==> src/hs_ad_da_pkg.sv <==
/* hs_ad_da shared definitions
   Sample and phase widths, clock divider ratios, ADC window size, waveform opcodes */

package hs_ad_da_pkg;

  // ------------------------------------------------------------------
  // Data path widths
  // ------------------------------------------------------------------
  localparam int DATA_W   = 8;    // DAC and ADC sample width
  localparam int PHASE_W  = 8;    // 256 points per period
  localparam int QADDR_W  = 6;    // Quarter-wave table index

  // ------------------------------------------------------------------
  // Clock divider, sys_clk cycles per converter clock
  // ------------------------------------------------------------------
  localparam int DA_DIV    = 2;
  localparam int AD_DIV    = 4;
  localparam int DA_DIV_W  = $clog2(DA_DIV);  // Bits of divider feeding da_clk
  localparam int AD_DIV_W  = $clog2(AD_DIV);  // Full divider counter width

  // ADC statistics window
  localparam int WIN_LEN   = 64;               // Samples per window
  localparam int WIN_CNT_W = $clog2(WIN_LEN);
  localparam int CNT_W     = 7;                // Otr count, 0 to WIN_LEN

  localparam int MIDSCALE  = 128;              // DAC code while idle

  // Waveform opcode
  typedef enum logic [1:0] {
    WAVE_SINE   = 2'd0,
    WAVE_TRI    = 2'd1,
    WAVE_SAW    = 2'd2,
    WAVE_SQUARE = 2'd3
  } wave_sel_t;

endpackage

==> src/ad_capture.sv <==
/* ADC capture and window statistics
   Samples ad_data and ad_otr at ad_clk rise and reports max, min and otr count per window */

`timescale 1ns/1ps

module ad_capture import hs_ad_da_pkg::*; (
  input  logic              sys_clk,
  input  logic              rst_sync_n,
  input  logic              ad_tick,    // ad_clk rises on the next edge
  input  logic [DATA_W-1:0] ad_data,
  input  logic              ad_otr,     // Input out of range
  output logic [DATA_W-1:0] win_max,
  output logic [DATA_W-1:0] win_min,
  output logic [CNT_W-1:0]  otr_cnt,
  output logic              win_valid   // One-cycle result strobe
);

  logic [DATA_W-1:0]    samp_data;
  logic                 samp_otr;
  logic                 samp_vld;      // Fresh sample in samp_data
  logic [WIN_CNT_W-1:0] win_cnt;       // Samples taken this window
  logic [DATA_W-1:0]    run_max;
  logic [DATA_W-1:0]    run_min;
  logic [CNT_W-1:0]     run_otr;
  logic                 first_samp;
  logic                 last_samp;
  logic [DATA_W-1:0]    nxt_max;
  logic [DATA_W-1:0]    nxt_min;
  logic [CNT_W-1:0]     nxt_otr;

  // ------------------------------------------------------------------
  // Sample register
  // ------------------------------------------------------------------
  always_ff @(posedge sys_clk) begin
    if (ad_tick) begin
      samp_data <= ad_data;   // Value at ad_clk rise
      samp_otr  <= ad_otr;
    end
  end

  // ------------------------------------------------------------------
  // Running statistics seeded by the first sample of a window
  // ------------------------------------------------------------------
  assign first_samp = (win_cnt == '0);
  assign last_samp  = (win_cnt == WIN_CNT_W'(WIN_LEN - 1));

  assign nxt_max = (first_samp || samp_data > run_max) ? samp_data : run_max;
  assign nxt_min = (first_samp || samp_data < run_min) ? samp_data : run_min;
  assign nxt_otr = first_samp ? CNT_W'(samp_otr) : run_otr + CNT_W'(samp_otr);

  always_ff @(posedge sys_clk) begin
    if (samp_vld) begin
      run_max <= nxt_max;
      run_min <= nxt_min;
      run_otr <= nxt_otr;
    end
  end

  always_ff @(posedge sys_clk or negedge rst_sync_n) begin
    if (!rst_sync_n) begin
      samp_vld  <= 1'b0;
      win_cnt   <= '0;
      win_valid <= 1'b0;
      win_max   <= '0;
      win_min   <= '0;
      otr_cnt   <= '0;
    end else begin
      samp_vld  <= ad_tick;
      win_valid <= samp_vld && last_samp;  // Single pulse per window
      if (samp_vld) begin
        win_cnt <= last_samp ? '0 : win_cnt + WIN_CNT_W'(1);
      end
      if (samp_vld && last_samp) begin
        win_max <= nxt_max;       // Results held until next window
        win_min <= nxt_min;
        otr_cnt <= nxt_otr;
      end
    end
  end

endmodule

==> src/clk_div.sv <==
/* Converter clock divider
   Synchronizes the board reset and derives da_clk and ad_clk with one-cycle ticks */

`timescale 1ns/1ps

module clk_div import hs_ad_da_pkg::*; (
  input  logic sys_clk,
  input  logic arst_n,
  output logic rst_sync_n,   // Internal reset with async assert
  output logic da_clk,
  output logic da_tick,      // Cycle before da_clk falls
  output logic ad_clk,
  output logic ad_tick       // Cycle before ad_clk rises
);

  logic [1:0]          rst_pipe;   // Two-stage release
  logic [AD_DIV_W-1:0] div_cnt;    // Free-running divider

  // ------------------------------------------------------------------
  // Reset synchronizer
  // ------------------------------------------------------------------
  always_ff @(posedge sys_clk or negedge arst_n) begin
    if (!arst_n) begin
      rst_pipe <= '0;
    end else begin
      rst_pipe <= {rst_pipe[0], 1'b1};  // Shift in release
    end
  end

  assign rst_sync_n = rst_pipe[1];

  // ------------------------------------------------------------------
  // Divider counter driving both converter clocks from its flops
  // ------------------------------------------------------------------
  always_ff @(posedge sys_clk or negedge rst_sync_n) begin
    if (!rst_sync_n) begin
      div_cnt <= '0;
    end else begin
      div_cnt <= div_cnt + AD_DIV_W'(1);
    end
  end

  assign da_clk = div_cnt[DA_DIV_W-1];  // sys_clk / DA_DIV
  assign ad_clk = div_cnt[AD_DIV_W-1];  // sys_clk / AD_DIV

  // Low bits all ones so da_clk falls on the next edge
  assign da_tick = (div_cnt[DA_DIV_W-1:0] == DA_DIV_W'(DA_DIV - 1));
  // Half way through the ad_clk period so the rise follows
  assign ad_tick = (div_cnt == AD_DIV_W'(AD_DIV / 2 - 1));

endmodule

==> src/da_wave_send.sv <==
/* DAC waveform sender
   Phase accumulator with sine, triangle, sawtooth and square shaping onto da_data */

`timescale 1ns/1ps

module da_wave_send import hs_ad_da_pkg::*; (
  input  logic               sys_clk,
  input  logic               rst_sync_n,
  input  logic               da_tick,    // Update strobe, da_clk about to fall
  input  logic [PHASE_W-1:0] step,       // Phase increment per da_clk
  input  wave_sel_t          wave_sel,
  output logic [QADDR_W-1:0] rom_addr,
  input  logic [DATA_W-1:0]  rom_data,   // Quarter-wave magnitude
  output logic [DATA_W-1:0]  da_data
);

  logic [PHASE_W-1:0] phase;       // Current point in the period
  wave_sel_t          wave_q;      // Opcode taken at the last tick
  logic               half_hi;     // Second half of the period
  logic               quad_odd;    // Quarters 1 and 3 run backwards
  logic [PHASE_W-1:0] phase_x2;
  logic [DATA_W-1:0]  sine_code;
  logic [DATA_W-1:0]  tri_code;
  logic [DATA_W-1:0]  saw_code;
  logic [DATA_W-1:0]  sq_code;
  logic [DATA_W-1:0]  wave_code;   // Next DAC sample

  assign half_hi  = phase[PHASE_W-1];
  assign quad_odd = phase[PHASE_W-2];

  // Mirror the table address on the falling quarters
  assign rom_addr = quad_odd ? ~phase[QADDR_W-1:0] : phase[QADDR_W-1:0];

  // ------------------------------------------------------------------
  // Waveform shaping
  // ------------------------------------------------------------------
  // Offset sine around midscale
  assign sine_code = half_hi ? DATA_W'(MIDSCALE - 1) - rom_data
                             : DATA_W'(MIDSCALE) + rom_data;

  assign phase_x2 = {phase[PHASE_W-2:0], 1'b0};
  assign tri_code = half_hi ? DATA_W'(~phase_x2) : DATA_W'(phase_x2);  // 511 - 2p on way down
  assign saw_code = DATA_W'(phase);
  assign sq_code  = half_hi ? '0 : '1;   // Full scale high half

  always_comb begin
    case (wave_q)
      WAVE_SINE:   wave_code = sine_code;
      WAVE_TRI:    wave_code = tri_code;
      WAVE_SAW:    wave_code = saw_code;
      WAVE_SQUARE: wave_code = sq_code;
      default:     wave_code = DATA_W'(MIDSCALE);
    endcase
  end

  // ------------------------------------------------------------------
  // Tick update, sample out then advance phase and opcode
  // ------------------------------------------------------------------
  always_ff @(posedge sys_clk or negedge rst_sync_n) begin
    if (!rst_sync_n) begin
      phase   <= '0;
      wave_q  <= WAVE_SINE;        // Opcode of the first sample
      da_data <= DATA_W'(MIDSCALE);
    end else if (da_tick) begin
      da_data <= wave_code;        // Built from previous tick's phase
      phase   <= phase + step;     // Wraps at 256
      wave_q  <= wave_sel;
    end
  end

endmodule

==> src/hs_ad_da.sv <==
/* Mixed-signal loopback board top
   8-bit DAC waveform generator and 8-bit ADC window monitor on one sys_clk domain */

`timescale 1ns/1ps

module hs_ad_da import hs_ad_da_pkg::*; (
  input  logic               sys_clk,
  input  logic               arst_n,      // Board reset
  // DAC side
  input  wave_sel_t          wave_sel,
  input  logic [PHASE_W-1:0] step,
  output logic               da_clk,
  output logic [DATA_W-1:0]  da_data,
  // ADC side
  input  logic [DATA_W-1:0]  ad_data,
  input  logic               ad_otr,
  output logic               ad_clk,
  output logic [DATA_W-1:0]  win_max,
  output logic [DATA_W-1:0]  win_min,
  output logic [CNT_W-1:0]   otr_cnt,
  output logic               win_valid
);

  logic               rst_sync_n;
  logic               da_tick;
  logic               ad_tick;
  logic [QADDR_W-1:0] rom_addr;   // Sender to table
  logic [DATA_W-1:0]  rom_data;   // Table to sender

  // Reset release and converter clocks
  clk_div u_clk_div (
    .sys_clk    (sys_clk),
    .arst_n     (arst_n),
    .rst_sync_n (rst_sync_n),
    .da_clk     (da_clk),
    .da_tick    (da_tick),
    .ad_clk     (ad_clk),
    .ad_tick    (ad_tick)
  );

  // ------------------------------------------------------------------
  // DAC path
  // ------------------------------------------------------------------
  da_wave_send u_da_wave_send (
    .sys_clk    (sys_clk),
    .rst_sync_n (rst_sync_n),
    .da_tick    (da_tick),
    .step       (step),
    .wave_sel   (wave_sel),
    .rom_addr   (rom_addr),
    .rom_data   (rom_data),
    .da_data    (da_data)
  );

  sine_rom_q64 u_sine_rom_q64 (
    .sys_clk    (sys_clk),
    .rst_sync_n (rst_sync_n),
    .rom_addr   (rom_addr),
    .rom_data   (rom_data)
  );

  // ADC path
  ad_capture u_ad_capture (
    .sys_clk    (sys_clk),
    .rst_sync_n (rst_sync_n),
    .ad_tick    (ad_tick),
    .ad_data    (ad_data),
    .ad_otr     (ad_otr),
    .win_max    (win_max),
    .win_min    (win_min),
    .otr_cnt    (otr_cnt),
    .win_valid  (win_valid)
  );

endmodule

==> src/sine_rom_q64.sv <==
/* Quarter-wave sine table
   64 magnitudes of 127*sin(2*pi*(k+0.5)/256), registered output */

`timescale 1ns/1ps

module sine_rom_q64 import hs_ad_da_pkg::*; (
  input  logic               sys_clk,
  input  logic               rst_sync_n,
  input  logic [QADDR_W-1:0] rom_addr,
  output logic [DATA_W-1:0]  rom_data   // One cycle after rom_addr
);

  always_ff @(posedge sys_clk or negedge rst_sync_n) begin
    if (!rst_sync_n) begin
      rom_data <= '0;
    end else begin
      case (rom_addr)
        6'd0:  rom_data <= 8'd2;    // Half step past zero
        6'd1:  rom_data <= 8'd5;
        6'd2:  rom_data <= 8'd8;
        6'd3:  rom_data <= 8'd11;
        6'd4:  rom_data <= 8'd14;
        6'd5:  rom_data <= 8'd17;
        6'd6:  rom_data <= 8'd20;
        6'd7:  rom_data <= 8'd23;
        6'd8:  rom_data <= 8'd26;
        6'd9:  rom_data <= 8'd29;
        6'd10: rom_data <= 8'd32;
        6'd11: rom_data <= 8'd35;
        6'd12: rom_data <= 8'd38;
        6'd13: rom_data <= 8'd41;
        6'd14: rom_data <= 8'd44;
        6'd15: rom_data <= 8'd47;
        6'd16: rom_data <= 8'd50;
        6'd17: rom_data <= 8'd53;
        6'd18: rom_data <= 8'd56;
        6'd19: rom_data <= 8'd58;
        6'd20: rom_data <= 8'd61;
        6'd21: rom_data <= 8'd64;   // Near 30 degrees
        6'd22: rom_data <= 8'd67;
        6'd23: rom_data <= 8'd69;
        6'd24: rom_data <= 8'd72;
        6'd25: rom_data <= 8'd74;
        6'd26: rom_data <= 8'd77;
        6'd27: rom_data <= 8'd79;
        6'd28: rom_data <= 8'd82;
        6'd29: rom_data <= 8'd84;
        6'd30: rom_data <= 8'd86;
        6'd31: rom_data <= 8'd89;
        6'd32: rom_data <= 8'd91;   // Past 45 degrees
        6'd33: rom_data <= 8'd93;
        6'd34: rom_data <= 8'd95;
        6'd35: rom_data <= 8'd97;
        6'd36: rom_data <= 8'd99;
        6'd37: rom_data <= 8'd101;
        6'd38: rom_data <= 8'd103;
        6'd39: rom_data <= 8'd105;
        6'd40: rom_data <= 8'd106;
        6'd41: rom_data <= 8'd108;
        6'd42: rom_data <= 8'd110;
        6'd43: rom_data <= 8'd111;
        6'd44: rom_data <= 8'd113;
        6'd45: rom_data <= 8'd114;
        6'd46: rom_data <= 8'd115;
        6'd47: rom_data <= 8'd117;
        6'd48: rom_data <= 8'd118;
        6'd49: rom_data <= 8'd119;
        6'd50: rom_data <= 8'd120;
        6'd51: rom_data <= 8'd121;
        6'd52: rom_data <= 8'd122;
        6'd53: rom_data <= 8'd123;
        6'd54: rom_data <= 8'd124;
        6'd55: rom_data <= 8'd124;
        6'd56: rom_data <= 8'd125;
        6'd57: rom_data <= 8'd125;
        6'd58: rom_data <= 8'd126;
        6'd59: rom_data <= 8'd126;
        6'd60: rom_data <= 8'd127;  // Flat top of the quarter
        6'd61: rom_data <= 8'd127;
        6'd62: rom_data <= 8'd127;
        6'd63: rom_data <= 8'd127;
      endcase
    end
  end

endmodule

==> config.mk <==
export PLATFORM = sky130hd
export DESIGN_NAME = hs_ad_da
export DESIGN_NICKNAME = d
export VERILOG_FILES = /design/src/hs_ad_da_pkg.sv /design/src/ad_capture.sv /design/src/clk_div.sv /design/src/da_wave_send.sv /design/src/hs_ad_da.sv /design/src/sine_rom_q64.sv
export SDC_FILE = /design/constraint.sdc
export NUM_CORES = 1
export LEC_CHECK = 0
export BUFFER_PORTS_ARGS = -buffer_cell sky130_fd_sc_hd__buf_4
export CAP_MARGIN = 15
export CORE_MARGIN = 3
export CORE_UTILIZATION = 60
export DETAILED_ROUTE_END_ITERATION = 12
export GPL_ROUTABILITY_DRIVEN = 0
export GPL_TIMING_DRIVEN = 0
export PLACE_DENSITY = 0.83
export SLEW_MARGIN = 20
export SYNTH_ARGS = -nofsm -noshare
export SYNTH_HDL_FRONTEND = slang
export SYNTH_SLANG_ARGS = --single-unit
export TNS_END_PERCENT = 5
==> constraint.sdc <==
create_clock -name sys_clk -period 2.1 [get_ports sys_clk]
set_clock_uncertainty 0.1 [all_clocks]
set_input_delay 0.105 -clock sys_clk [delete_from_list [all_inputs] [get_ports sys_clk]]
set_output_delay 0.105 -clock sys_clk [all_outputs]
set_load 0.01 [all_outputs]
==> impl_metrics.env, run 1 <==
export IMPL_die_w_um=105
export IMPL_num_antenna_cells=0
export IMPL_cap_violations=0
export IMPL_ir_worst_vdd_mv=1.10
export IMPL_period_share_pct=123
export IMPL_clockBufferDepth=2
export IMPL_numCtsBuffers=9
export IMPL_num_rows=35
export IMPL_port_buffers=54
export IMPL_intPower_mw=5.27
export IMPL_period_minus_slack_ns=2.59
export IMPL_dpl_cell_area_um2=6530
export IMPL_sw_frac_of_total_pct=44.5
export IMPL_antenna_found_initial=0
export IMPL_comb_power_share_pct=62.5
export IMPL_worst_path_largest_cell_delay_ns=0.51
export IMPL_root_buffer="clkbuf_8"
export IMPL_status="complete, but fails checks"
export IMPL_crit_start="u_ad_capture.run_max[2]"
export IMPL_n_fill_cell=572
export IMPL_pre_cts_slack_ns=-0.821
export IMPL_drive_gt1_share_pct=28.2
export IMPL_pwr_share_seq_pct=23.7
export IMPL_grt_max_degree=58
export IMPL_die_h_um=105
export IMPL_p_leak_nw=3.17
export IMPL_hold_viol=0
export IMPL_core_um2=9370
export IMPL_synth_edff_count=32
export IMPL_crit_family="flip-flops"
export IMPL_worstReg2RegStart="u_ad_capture.run_max[2]"
export IMPL_drt_iter0_drc=592
export IMPL_r2r_end="u_ad_capture.run_max[2]"
export IMPL_grt_pass1_wl_um=26900
export IMPL_ioPinCount=55
export IMPL_cts_tree="done"
export IMPL_worstMarginPinSlew_ns=0.690
export IMPL_wl_per_cell_um=21.4
export IMPL_synthCells=626
export IMPL_ys_seq_area_share_pct=42.0
export IMPL_critPathSlowestCell="edfxtp_1"
export IMPL_rsz0062_at_grt="true"
export IMPL_final_core_util_pct=80.8
export IMPL_synth_nets=684
export IMPL_violations="negative setup slack"
export IMPL_syn_avg_cell_area_um2=9.37
export IMPL_clkTransAtPathRegs_ns=0.12
export IMPL_first_pass_iters=10
export IMPL_layout_setup_ws_ns=-0.491
export IMPL_grt_ovfl_total=0
export IMPL_slew_headroom_pct=54.0
export IMPL_ys_flop_type="dfrtp_1"
export IMPL_ant_nets=0
export IMPL_p_per_area_nw_per_um2=1250
export IMPL_initial_core_util_pct=62.6
export IMPL_hold_ws_ns=0.00761
export IMPL_via_per_inst=6.64
export IMPL_h_tree_depth=3
export IMPL_syn_area_um2=5860
export IMPL_critPathCaptureType="register"
export IMPL_dieArea_um2=11000
export IMPL_cp_depth=8
export IMPL_area_delta_synth_final_pct=29.2
export IMPL_worst_ep_required_time_ns=2.14
export IMPL_clock_power_share_pct=13.8
export IMPL_numClockSinks=92
export IMPL_grt_usage_pct=30.1
export IMPL_finalSetupTns_ns=-10.34
export IMPL_ys_async_sr_fraction_pct=65.2
export IMPL_clk_latency_ns=0.38
export IMPL_crit_fanout=8
export IMPL_num_vias=5800
export IMPL_start_kind="register"
export IMPL_grt_pass1_vias=5574
export IMPL_finalSetupViolations=38
export IMPL_critical_path_class="reg2reg"
export IMPL_worstPathArrival_ns=2.63
export IMPL_slew_violations=0
export IMPL_crit_chain="inv_1 > ha_1 > nand4_1 > o21a_1 > buf_6 > nor3_4 > buf_12 > mux2_4"
export IMPL_final_area_um2=7570
export IMPL_switchingPower_mw=4.23
export IMPL_synth_distinct_cells=67
export IMPL_drc=0
export IMPL_worst_r2r_cell_count=8
export IMPL_rrSetupSlack_ns=-0.49
export IMPL_ys_warn_count=0
export IMPL_yosys_register_bits=92
export IMPL_hpwl_um=10700
export IMPL_endpoint="u_ad_capture.run_max[2]"
export IMPL_hold_class="reg2async"
export IMPL_crit_buf_inv=3
export IMPL_fin_nets=797
export IMPL_max_freq_mhz=386
export IMPL_wirelength_um=18700
## layout make-up
| type | instances | area (um^2) | share of cell area [%] |
|---|---|---|---|
| Clock inverter | 7 | 91.3 | 1.21 |
| Timing Repair Buffer | 106 | 885 | 11.7 |
| Inverter | 33 | 126 | 1.67 |
| Multi-Input combinational cell | 457 | 3490 | 46.1 |
| Buffer | 40 | 219 | 2.89 |
| Clock buffer | 9 | 124 | 1.64 |
| Sequential cell | 92 | 2470 | 32.6 |
| Tap cell | 129 | 161 | 2.13 |
## synthesized netlist by cell type (13+ instances only)
| master | number | area (um^2) |
|---|---|---|
| dfrtp_1 | 59 | 1480 |
| nand2_1 | 58 | 218 |
| nor2_1 | 48 | 180 |
| o21ai_0 | 43 | 215 |
| ha_1 | 36 | 450 |
| a21oi_1 | 33 | 165 |
| edfxtp_1 | 32 | 961 |
| inv_1 | 31 | 116 |
| nand3_1 | 26 | 130 |
| clkbuf_1 | 20 | 75.1 |
| mux2_2 | 19 | 214 |
| buf_2 | 18 | 90.1 |
| a31oi_1 | 13 | 81.3 |
| nand4_1 | 13 | 81.3 |
## worst register-to-register path, stage by stage, from the launching register on
cell,delay (ns)
edfxtp_1,0.51
inv_1,0.12
ha_1,0.34
nand4_1,0.21
o21a_1,0.25
buf_6,0.13
nor3_4,0.19
buf_12,0.16
mux2_4,0.33
## how the worst min path moves through the flow
stage / start / end / slack (ns) / cells after the start
detailed placement: arst_n / u_clk_div.rst_pipe[0] / -0.21 / 1
global route: u_clk_div.rst_pipe[1] / u_ad_capture.samp_vld / 0.01 / 0
floorplan: arst_n / u_clk_div.rst_pipe[0] / -0.29 / 0
CTS: u_clk_div.rst_pipe[1] / u_ad_capture.samp_vld / 0.008 / 0
finish: u_clk_div.rst_pipe[1] / u_ad_capture.samp_vld / 0.008 / 0
global placement: arst_n / u_clk_div.rst_pipe[1] / -0.21 / 1
## power by group through the flow
stage / sequential, mW / combinational, mW / clock, mW
finish: 2.25 / 5.93 / 1.31
global route: 2.27 / 6.32 / 1.38
floorplan: 2.28 / 3.36 / 0
detailed placement: 2.27 / 4.53 / 0
global placement: 2.28 / 4.36 / 0
CTS: 2.24 / 5.14 / 1.29
## stage by stage
step | power (mW) | instances
floorplan | 5.64 | 626
global placement | 6.64 | 809
detailed placement | 6.80 | 810
CTS | 8.67 | 857
global route | 9.98 | 873
finish | 9.50 | 873
## cell usage in the layout, fill, tap and decap left out, types with 5 or more instances in the layout
cell	Yosys	layout
mux2_4	0	8
mux2i_1	11	11
dlygate4sd3_1	0	15
xor2_1	7	6
ha_1	36	26
nand3_1	26	25
xnor2_1	11	9
a21oi_1	33	28
buf_2	18	13
inv_1	31	27
o311ai_0	12	5
buf_6	0	6
nand4_1	13	13
o311ai_1	0	5
nor3b_1	9	8
mux2_2	19	11
ha_4	0	8
nor2b_1	9	8
o21ai_2	0	9
o21ai_0	43	27
dfrtp_1	59	56
edfxtp_1	32	32
nand2b_1	10	9
o21ai_1	3	10
a21o_1	6	6
nand2_1	58	58
a31oi_1	13	11
clkbuf_8	0	9
clkbuf_1	20	15
o211ai_1	10	10
nor2_1	48	47
buf_4	2	87
o21a_1	6	5
## registers in the layout, indices dropped and copies added, names as in the netlist, 6 cells and up
signal	cells
u_ad_capture.run_otr	7
u_ad_capture.otr_cnt	7
u_ad_capture.win_max	8
u_ad_capture.run_max	8
u_ad_capture.win_min	8
u_da_wave_send.da_data	8
u_ad_capture.samp_data	8
u_sine_rom_q64.rom_data	7
u_ad_capture.win_cnt	6
u_da_wave_send.phase	8
u_ad_capture.run_min	8
## cells by family (layout without fill, tap and decap cells)
| group | Yosys count | in the layout | synth area share [%] |
|---|---|---|---|
| flip-flops | 92 | 92 | 42.0 |
| XOR/XNOR | 18 | 18 | 2.69 |
| AO/OA/AOI/OAI | 170 | 170 | 19.2 |
| buffers and inverters | 77 | 195 | 5.44 |
| adder cells (fa/ha/maj) | 37 | 37 | 8.02 |
| multiplexers | 30 | 30 | 5.53 |
| other | 1 | 1 | 0.0640 |
| AND/OR/NAND/NOR | 201 | 201 | 17.0 |
## metal layers
layer / vias to the layer above / GRT usage (%) / wire length (um)
li1: 2510 / - / -
met1: 2742 / 36.6 / 6720
met2: 419 / 51.0 / 9060
met3: 129 / 5.00 / 1670
met4: 0 / 16.7 / 1220
met5: - / 0 / 0
## what timing repair did
| action | CTS | global route |
|---|---|---|
| setup endpoints to repair | 51 | 46 |
| hold buffers | 15 | 0 |
| pin swaps | 15 | 26 |
| gates resized for setup | 52 | 58 |
| setup buffers | 17 | 19 |
| endpoints found under the hold margin | 15 | 0 |
Note: power is estimated with default switching activity, not from simulation.
==> run 2: changes to the inputs <==
--- a/config.mk
+++ b/config.mk
@@ -7,7 +7,7 @@
 export LEC_CHECK = 0
 export BUFFER_PORTS_ARGS = -buffer_cell sky130_fd_sc_hd__buf_4
 export CAP_MARGIN = 15
-export CORE_MARGIN = 3
+export CORE_ASPECT_RATIO = 1.4
 export CORE_UTILIZATION = 60
 export DETAILED_ROUTE_END_ITERATION = 12
 export GPL_ROUTABILITY_DRIVEN = 0
==> run 2 against run 1 <==
Against the previous run:
- the flow finishes with violations (design-rule violations, negative setup slack)
- critical path type unchanged
- cell area decreased by 0.41%
- global-route usage increased by 5.7 points
- sequential power is essentially flat
- non-clock buffer count fell by 3
- largest power group unchanged
- register-to-register slack improved by 0.03 ns
- maximum frequency increased by 1.2%
- wire length grew 6.1%
- clock power up 24%
- clock-buffer cell count unchanged
- final cell count down 2.5%
- utilization fell by 1.1 points
==> impl_metrics.env, run 2 (synthesis results as in run 1) <==
export IMPL_status="complete, but fails checks"
export IMPL_violations="design-rule violations, negative setup slack"
export IMPL_max_freq_mhz=390
export IMPL_crit_chain="inv_1 > ha_4 > nand4_1 > nor2b_4 > o21a_4 > nor3_4 > buf_12 > mux2_4"
export IMPL_grt_max_degree=53
export IMPL_crit_fanout=8
export IMPL_n_fill_cell=523
export IMPL_period_share_pct=122
export IMPL_p_per_area_nw_per_um2=1260
export IMPL_area_delta_synth_final_pct=28.6
export IMPL_hpwl_um=10800
export IMPL_grt_usage_pct=35.8
export IMPL_clk_latency_ns=0.35
export IMPL_grt_pass1_wl_um=28400
export IMPL_crit_family="simple AND/OR/NAND/NOR gates"
export IMPL_pre_cts_slack_ns=-0.717
export IMPL_final_seq_area_um2=2470
export IMPL_critical_path_class="reg2reg"
export IMPL_final_cells=851
export IMPL_fin_nets=794
export IMPL_critPathSlowestCell="edfxtp_1"
export IMPL_wirelength_um=19800
export IMPL_hold_ws_ns=0.0298
export IMPL_final_core_util_pct=79.7
export IMPL_crit_start="u_ad_capture.run_max[3]"
export IMPL_finalSetupTns_ns=-9.86
export IMPL_period_minus_slack_ns=2.56
export IMPL_num_vias=6005
export IMPL_slew_violations=0
export IMPL_h_tree_depth=3
export IMPL_worstReg2RegStart="u_ad_capture.run_max[3]"
export IMPL_drt_iter0_drc=640
export IMPL_endpoint="u_ad_capture.run_max[3]"
export IMPL_worst_path_largest_cell_delay_ns=0.44
export IMPL_port_buffers=54
export IMPL_crit_buf_inv=2
export IMPL_slew_headroom_pct=51.0
export IMPL_cp_depth=8
export IMPL_ir_worst_vdd_mv=2.17
export IMPL_worstMarginPinSlew_ns=0.735
export IMPL_initial_core_util_pct=62.0
export IMPL_num_rows=42
export IMPL_power_mw=9.54
export IMPL_grt_pass1_vias=5835
export IMPL_dpl_cell_area_um2=6510
export IMPL_r2r_end="u_ad_capture.run_max[3]"
export IMPL_numClockSinks=92
export IMPL_cap_violations=0
export IMPL_final_area_um2=7540
export IMPL_final_common_cell="buf_4"
export IMPL_rrSetupSlack_ns=-0.46
export IMPL_clkTransAtPathRegs_ns=0.08
export IMPL_start_kind="register"
export IMPL_die_h_um=119
export IMPL_core_um2=9460
export IMPL_layout_setup_ws_ns=-0.461
export IMPL_clockBufferDepth=2
export IMPL_multiInputGateArea_um2=3430
export IMPL_hold_viol=0
export IMPL_drive_gt1_share_pct=27.5
export IMPL_antenna_found_initial=0
export IMPL_dp_cells=791
export IMPL_p_leak_nw=3.19
export IMPL_finalSetupViolations=38
export IMPL_rsz0062_at_grt="true"
export IMPL_via_per_inst=7.06
export IMPL_root_buffer="clkbuf_16"
export IMPL_die_w_um=85.5
export IMPL_hold_class="in2reg"
export IMPL_numCtsBuffers=9
export IMPL_first_pass_iters=10
export IMPL_num_antenna_cells=0
export IMPL_ioPinCount=55
export IMPL_worst_r2r_cell_count=8
export IMPL_grt_ovfl_total=0
export IMPL_ant_nets=0
export IMPL_worstPathArrival_ns=2.57
export IMPL_critPathCaptureType="register"
export IMPL_wl_per_cell_um=23.3
export IMPL_layout_common_cells="91 x buf_4, 58 x nand2_1, 56 x dfrtp_1, 45 x nor2_1, 32 x edfxtp_1"
export IMPL_drc=2
export IMPL_cts_tree="done"
export IMPL_dieArea_um2=10200
export IMPL_worst_ep_required_time_ns=2.11
run 2: cell types whose count changed in the layout (fill, tap and decap cells not counted), sizes merged:
cell,delta
clkinvlp,+1
buf,-2
dlygate4sd3,-2
clkinv,+2
clkbuf,+1
inv,-3
run 2: how the worst min path moves through the flow:
stage | start | endpoint | slack [ns] | cells past startpoint
after floorplan | arst_n | u_clk_div.rst_pipe[0] | -0.29 | 0
after global placement | arst_n | u_clk_div.rst_pipe[0] | -0.21 | 1
after detailed placement | arst_n | u_clk_div.rst_pipe[0] | -0.21 | 1
after CTS | step[0] | u_da_wave_send.phase[0] | 0.02 | 4
after global routing | step[0] | u_da_wave_send.phase[0] | 0.04 | 4
final | step[0] | u_da_wave_send.phase[0] | 0.03 | 4
run 2: per-layer routing:
metal / wire length (um) / share of wire [%] / track usage [%] / vias to the layer above
met4: 1830 / 9.2 / 25.7 / 0
met2: 9750 / 49 / 63.1 / 533
met3: 1980 / 10 / 6.38 / 198
li1: - / - / - / 2502
met1: 6240 / 32 / 37.7 / 2772
met5: 0 / 0 / 0 / -
run 2: area by class of cell:
class / instances / area share, %
Inverter: 33 / 1.68
Sequential cell: 92 / 32.8
Buffer: 39 / 3.05
Clock buffer: 9 / 2.99
Timing Repair Buffer: 104 / 11.3
Multi-Input combinational cell: 457 / 45.5
Clock inverter: 7 / 0.896
Tap cell: 110 / 1.82
run 2: timing repair:
item / 4_1_cts / 5_1_grt
cloned: 0 / 0
buffers inserted: 24 / 12
hold endpoints to repair: 13 / 0
gates resized for setup: 72 / 29
pin swaps: 22 / 7
hold buffers: 13 / 0
setup endpoints to repair: 52 / 42
run 2: power breakdown:
group          internal, mW  switching (mW)
Clock                 0.917           0.709
Sequential             2.10           0.174
Combinational          2.43            3.21
run 2: tightest hold or removal path, delay by kind of cell:
kind | cells | cell delay, ns
adder cells (fa/ha/maj) | 1 | 0.14
buffers and inverters | 1 | 0.08
AO/OA/AOI/OAI | 1 | 0.06
AND/OR/NAND/NOR | 1 | 0.04
==> run 3: changes to the inputs <==
--- a/config.mk
+++ b/config.mk
@@ -13,6 +13,7 @@
 export GPL_ROUTABILITY_DRIVEN = 0
 export GPL_TIMING_DRIVEN = 0
 export PLACE_DENSITY = 0.83
+export SETUP_SLACK_MARGIN = 0.02
 export SLEW_MARGIN = 20
 export SYNTH_ARGS = -nofsm -noshare
 export SYNTH_HDL_FRONTEND = slang
==> run 3 against run 2 <==
Against the previous run:
- the run still ends with design-rule violations, negative setup slack left
- global-route usage is 0.43 points higher
- power rose by 3.2%
- flip-flop and latch count unchanged
- cell area up 1.5%
- register-to-register slack gained 0.12 ns
- worst setup slack gained 0.12 ns
- non-clock buffer count grew 1
- first-iteration DRC count grew 11%
- die area did not move
- sequential power is essentially flat
- hold slack lost 0.0015 ns
- final cell count grew 0.12%
- largest cell class unchanged
==> impl_metrics.env, run 3 (synthesis results as in run 1) <==
export IMPL_critical_path_class="reg2reg"
export IMPL_start_kind="register"
export IMPL_crit_fanout=8
export IMPL_slew_violations=0
export IMPL_numClockSinks=92
export IMPL_worst_ep_required_time_ns=2.09
export IMPL_period_minus_slack_ns=2.45
export IMPL_max_freq_mhz=409
export IMPL_hold_ws_ns=0.0283
export IMPL_h_tree_depth=3
export IMPL_pre_cts_slack_ns=-0.717
export IMPL_final_core_util_pct=81.0
export IMPL_num_antenna_cells=0
export IMPL_hold_viol=0
export IMPL_p_leak_nw=3.20
export IMPL_finalSetupViolations=39
export IMPL_clockBufferDepth=2
export IMPL_cts_tree="done"
export IMPL_period_share_pct=116
export IMPL_critPathCaptureType="register"
export IMPL_hold_class="in2reg"
export IMPL_grt_usage_pct=36.2
export IMPL_drive_gt1_share_pct=28.6
export IMPL_dieArea_um2=10200
export IMPL_clk_latency_ns=0.36
export IMPL_die_w_um=85.5
export IMPL_rsz0062_at_grt="true"
export IMPL_area_delta_synth_final_pct=30.6
export IMPL_num_vias=5947
export IMPL_status="complete, but fails checks"
export IMPL_die_h_um=119
export IMPL_drc=1
export IMPL_drt_iter0_drc=713
export IMPL_grt_pass1_vias=5834
export IMPL_power_mw=9.85
export IMPL_dpl_cell_area_um2=6510
export IMPL_initial_core_util_pct=62.0
export IMPL_worstPathArrival_ns=2.44
export IMPL_wl_per_cell_um=23.3
export IMPL_ant_nets=0
export IMPL_ir_worst_vdd_mv=2.13
export IMPL_num_rows=42
export IMPL_wirelength_um=19900
export IMPL_p_per_area_nw_per_um2=1290
export IMPL_fin_nets=795
export IMPL_via_per_inst=6.98
export IMPL_ioPinCount=55
export IMPL_grt_ovfl_total=0
export IMPL_dp_cells=791
export IMPL_finalSetupTns_ns=-6.49
export IMPL_antenna_found_initial=0
export IMPL_n_fill_cell=496
export IMPL_layout_common_cells="89 x buf_4, 58 x nand2_1, 57 x dfrtp_1, 45 x nor2_1, 32 x edfxtp_1"
export IMPL_final_common_cell="buf_4"
export IMPL_worstMarginPinSlew_ns=0.657
export IMPL_port_buffers=54
export IMPL_final_cells=852
export IMPL_core_um2=9460
export IMPL_grt_max_degree=53
export IMPL_violations="design-rule violations, negative setup slack"
export IMPL_clkTransAtPathRegs_ns=0.07
export IMPL_root_buffer="clkbuf_16"
export IMPL_final_area_um2=7660
export IMPL_grt_pass1_wl_um=28700
export IMPL_slew_headroom_pct=56.2
export IMPL_layout_setup_ws_ns=-0.346
export IMPL_numCtsBuffers=9
export IMPL_cap_violations=0
export IMPL_first_pass_iters=12
export IMPL_hpwl_um=10800
run 3: critical path, cell delays in order (launching register included):
cell and delay, ns:
edfxtp_1 0.44, inv_2 0.14, ha_4 0.22, nor2b_4 0.12, o211a_1 0.24, o21a_4 0.23
nor3_4 0.23, buf_12 0.17, mux2_4 0.31
run 3: what timing repair did:
item / 4_1_cts / 5_1_grt
setup endpoints to repair: 52 / 43
hold buffers: 13 / 0
endpoints found under the hold margin: 13 / 0
pin swaps: 25 / 23
gates resized for setup: 73 / 41
setup buffers: 24 / 12
run 3: final cells by class:
cell class                 instances  area [um^2]  area share (%)
buffer                            40          231            3.02
clock buffer                       9          225            2.94
clock inverter                     7         67.6           0.882
inverter                          33          129            1.68
multi-input combinational        457         3530            46.2
sequential                        92         2470            32.3
tap                              110          138            1.80
timing repair buffer             104          861            11.2
run 3: routing by layer:
layer | global-route usage, % | share of wire [%]
met5 | 0 | 0
met4 | 26.0 | 7.4
met3 | 6.58 | 9.1
met2 | 63.6 | 50
met1 | 38.3 | 33
run 3: final timing paths:
| path | cells after the start | startpoint | end | slack (ns) |
|---|---|---|---|---|
| hold reg to reg | 0 | u_clk_div.rst_pipe[1] | u_clk_div.div_cnt[0] | 0.05 |
| min in group asynchronous | 0 | u_clk_div.rst_pipe[1] | u_clk_div.div_cnt[0] | 0.05 |
| hold / removal | 4 | step[0] | u_da_wave_send.phase[0] | 0.03 |
| setup / recovery | 8 | u_ad_capture.run_max[1] | u_ad_capture.run_max[2] | -0.35 |
| setup reg to reg | 8 | u_ad_capture.run_max[1] | u_ad_capture.run_max[2] | -0.35 |
| max in group asynchronous | 3 | arst_n | u_clk_div.rst_pipe[1] | 1.21 |
run 3: power breakdown:
| part | internal (mW) | leakage [nW] | switching, mW |
|---|---|---|---|
| Combinational | 2.59 | 2.12 | 3.37 |
| Clock | 0.917 | 0.139 | 0.719 |
| Sequential | 2.10 | 0.945 | 0.162 |
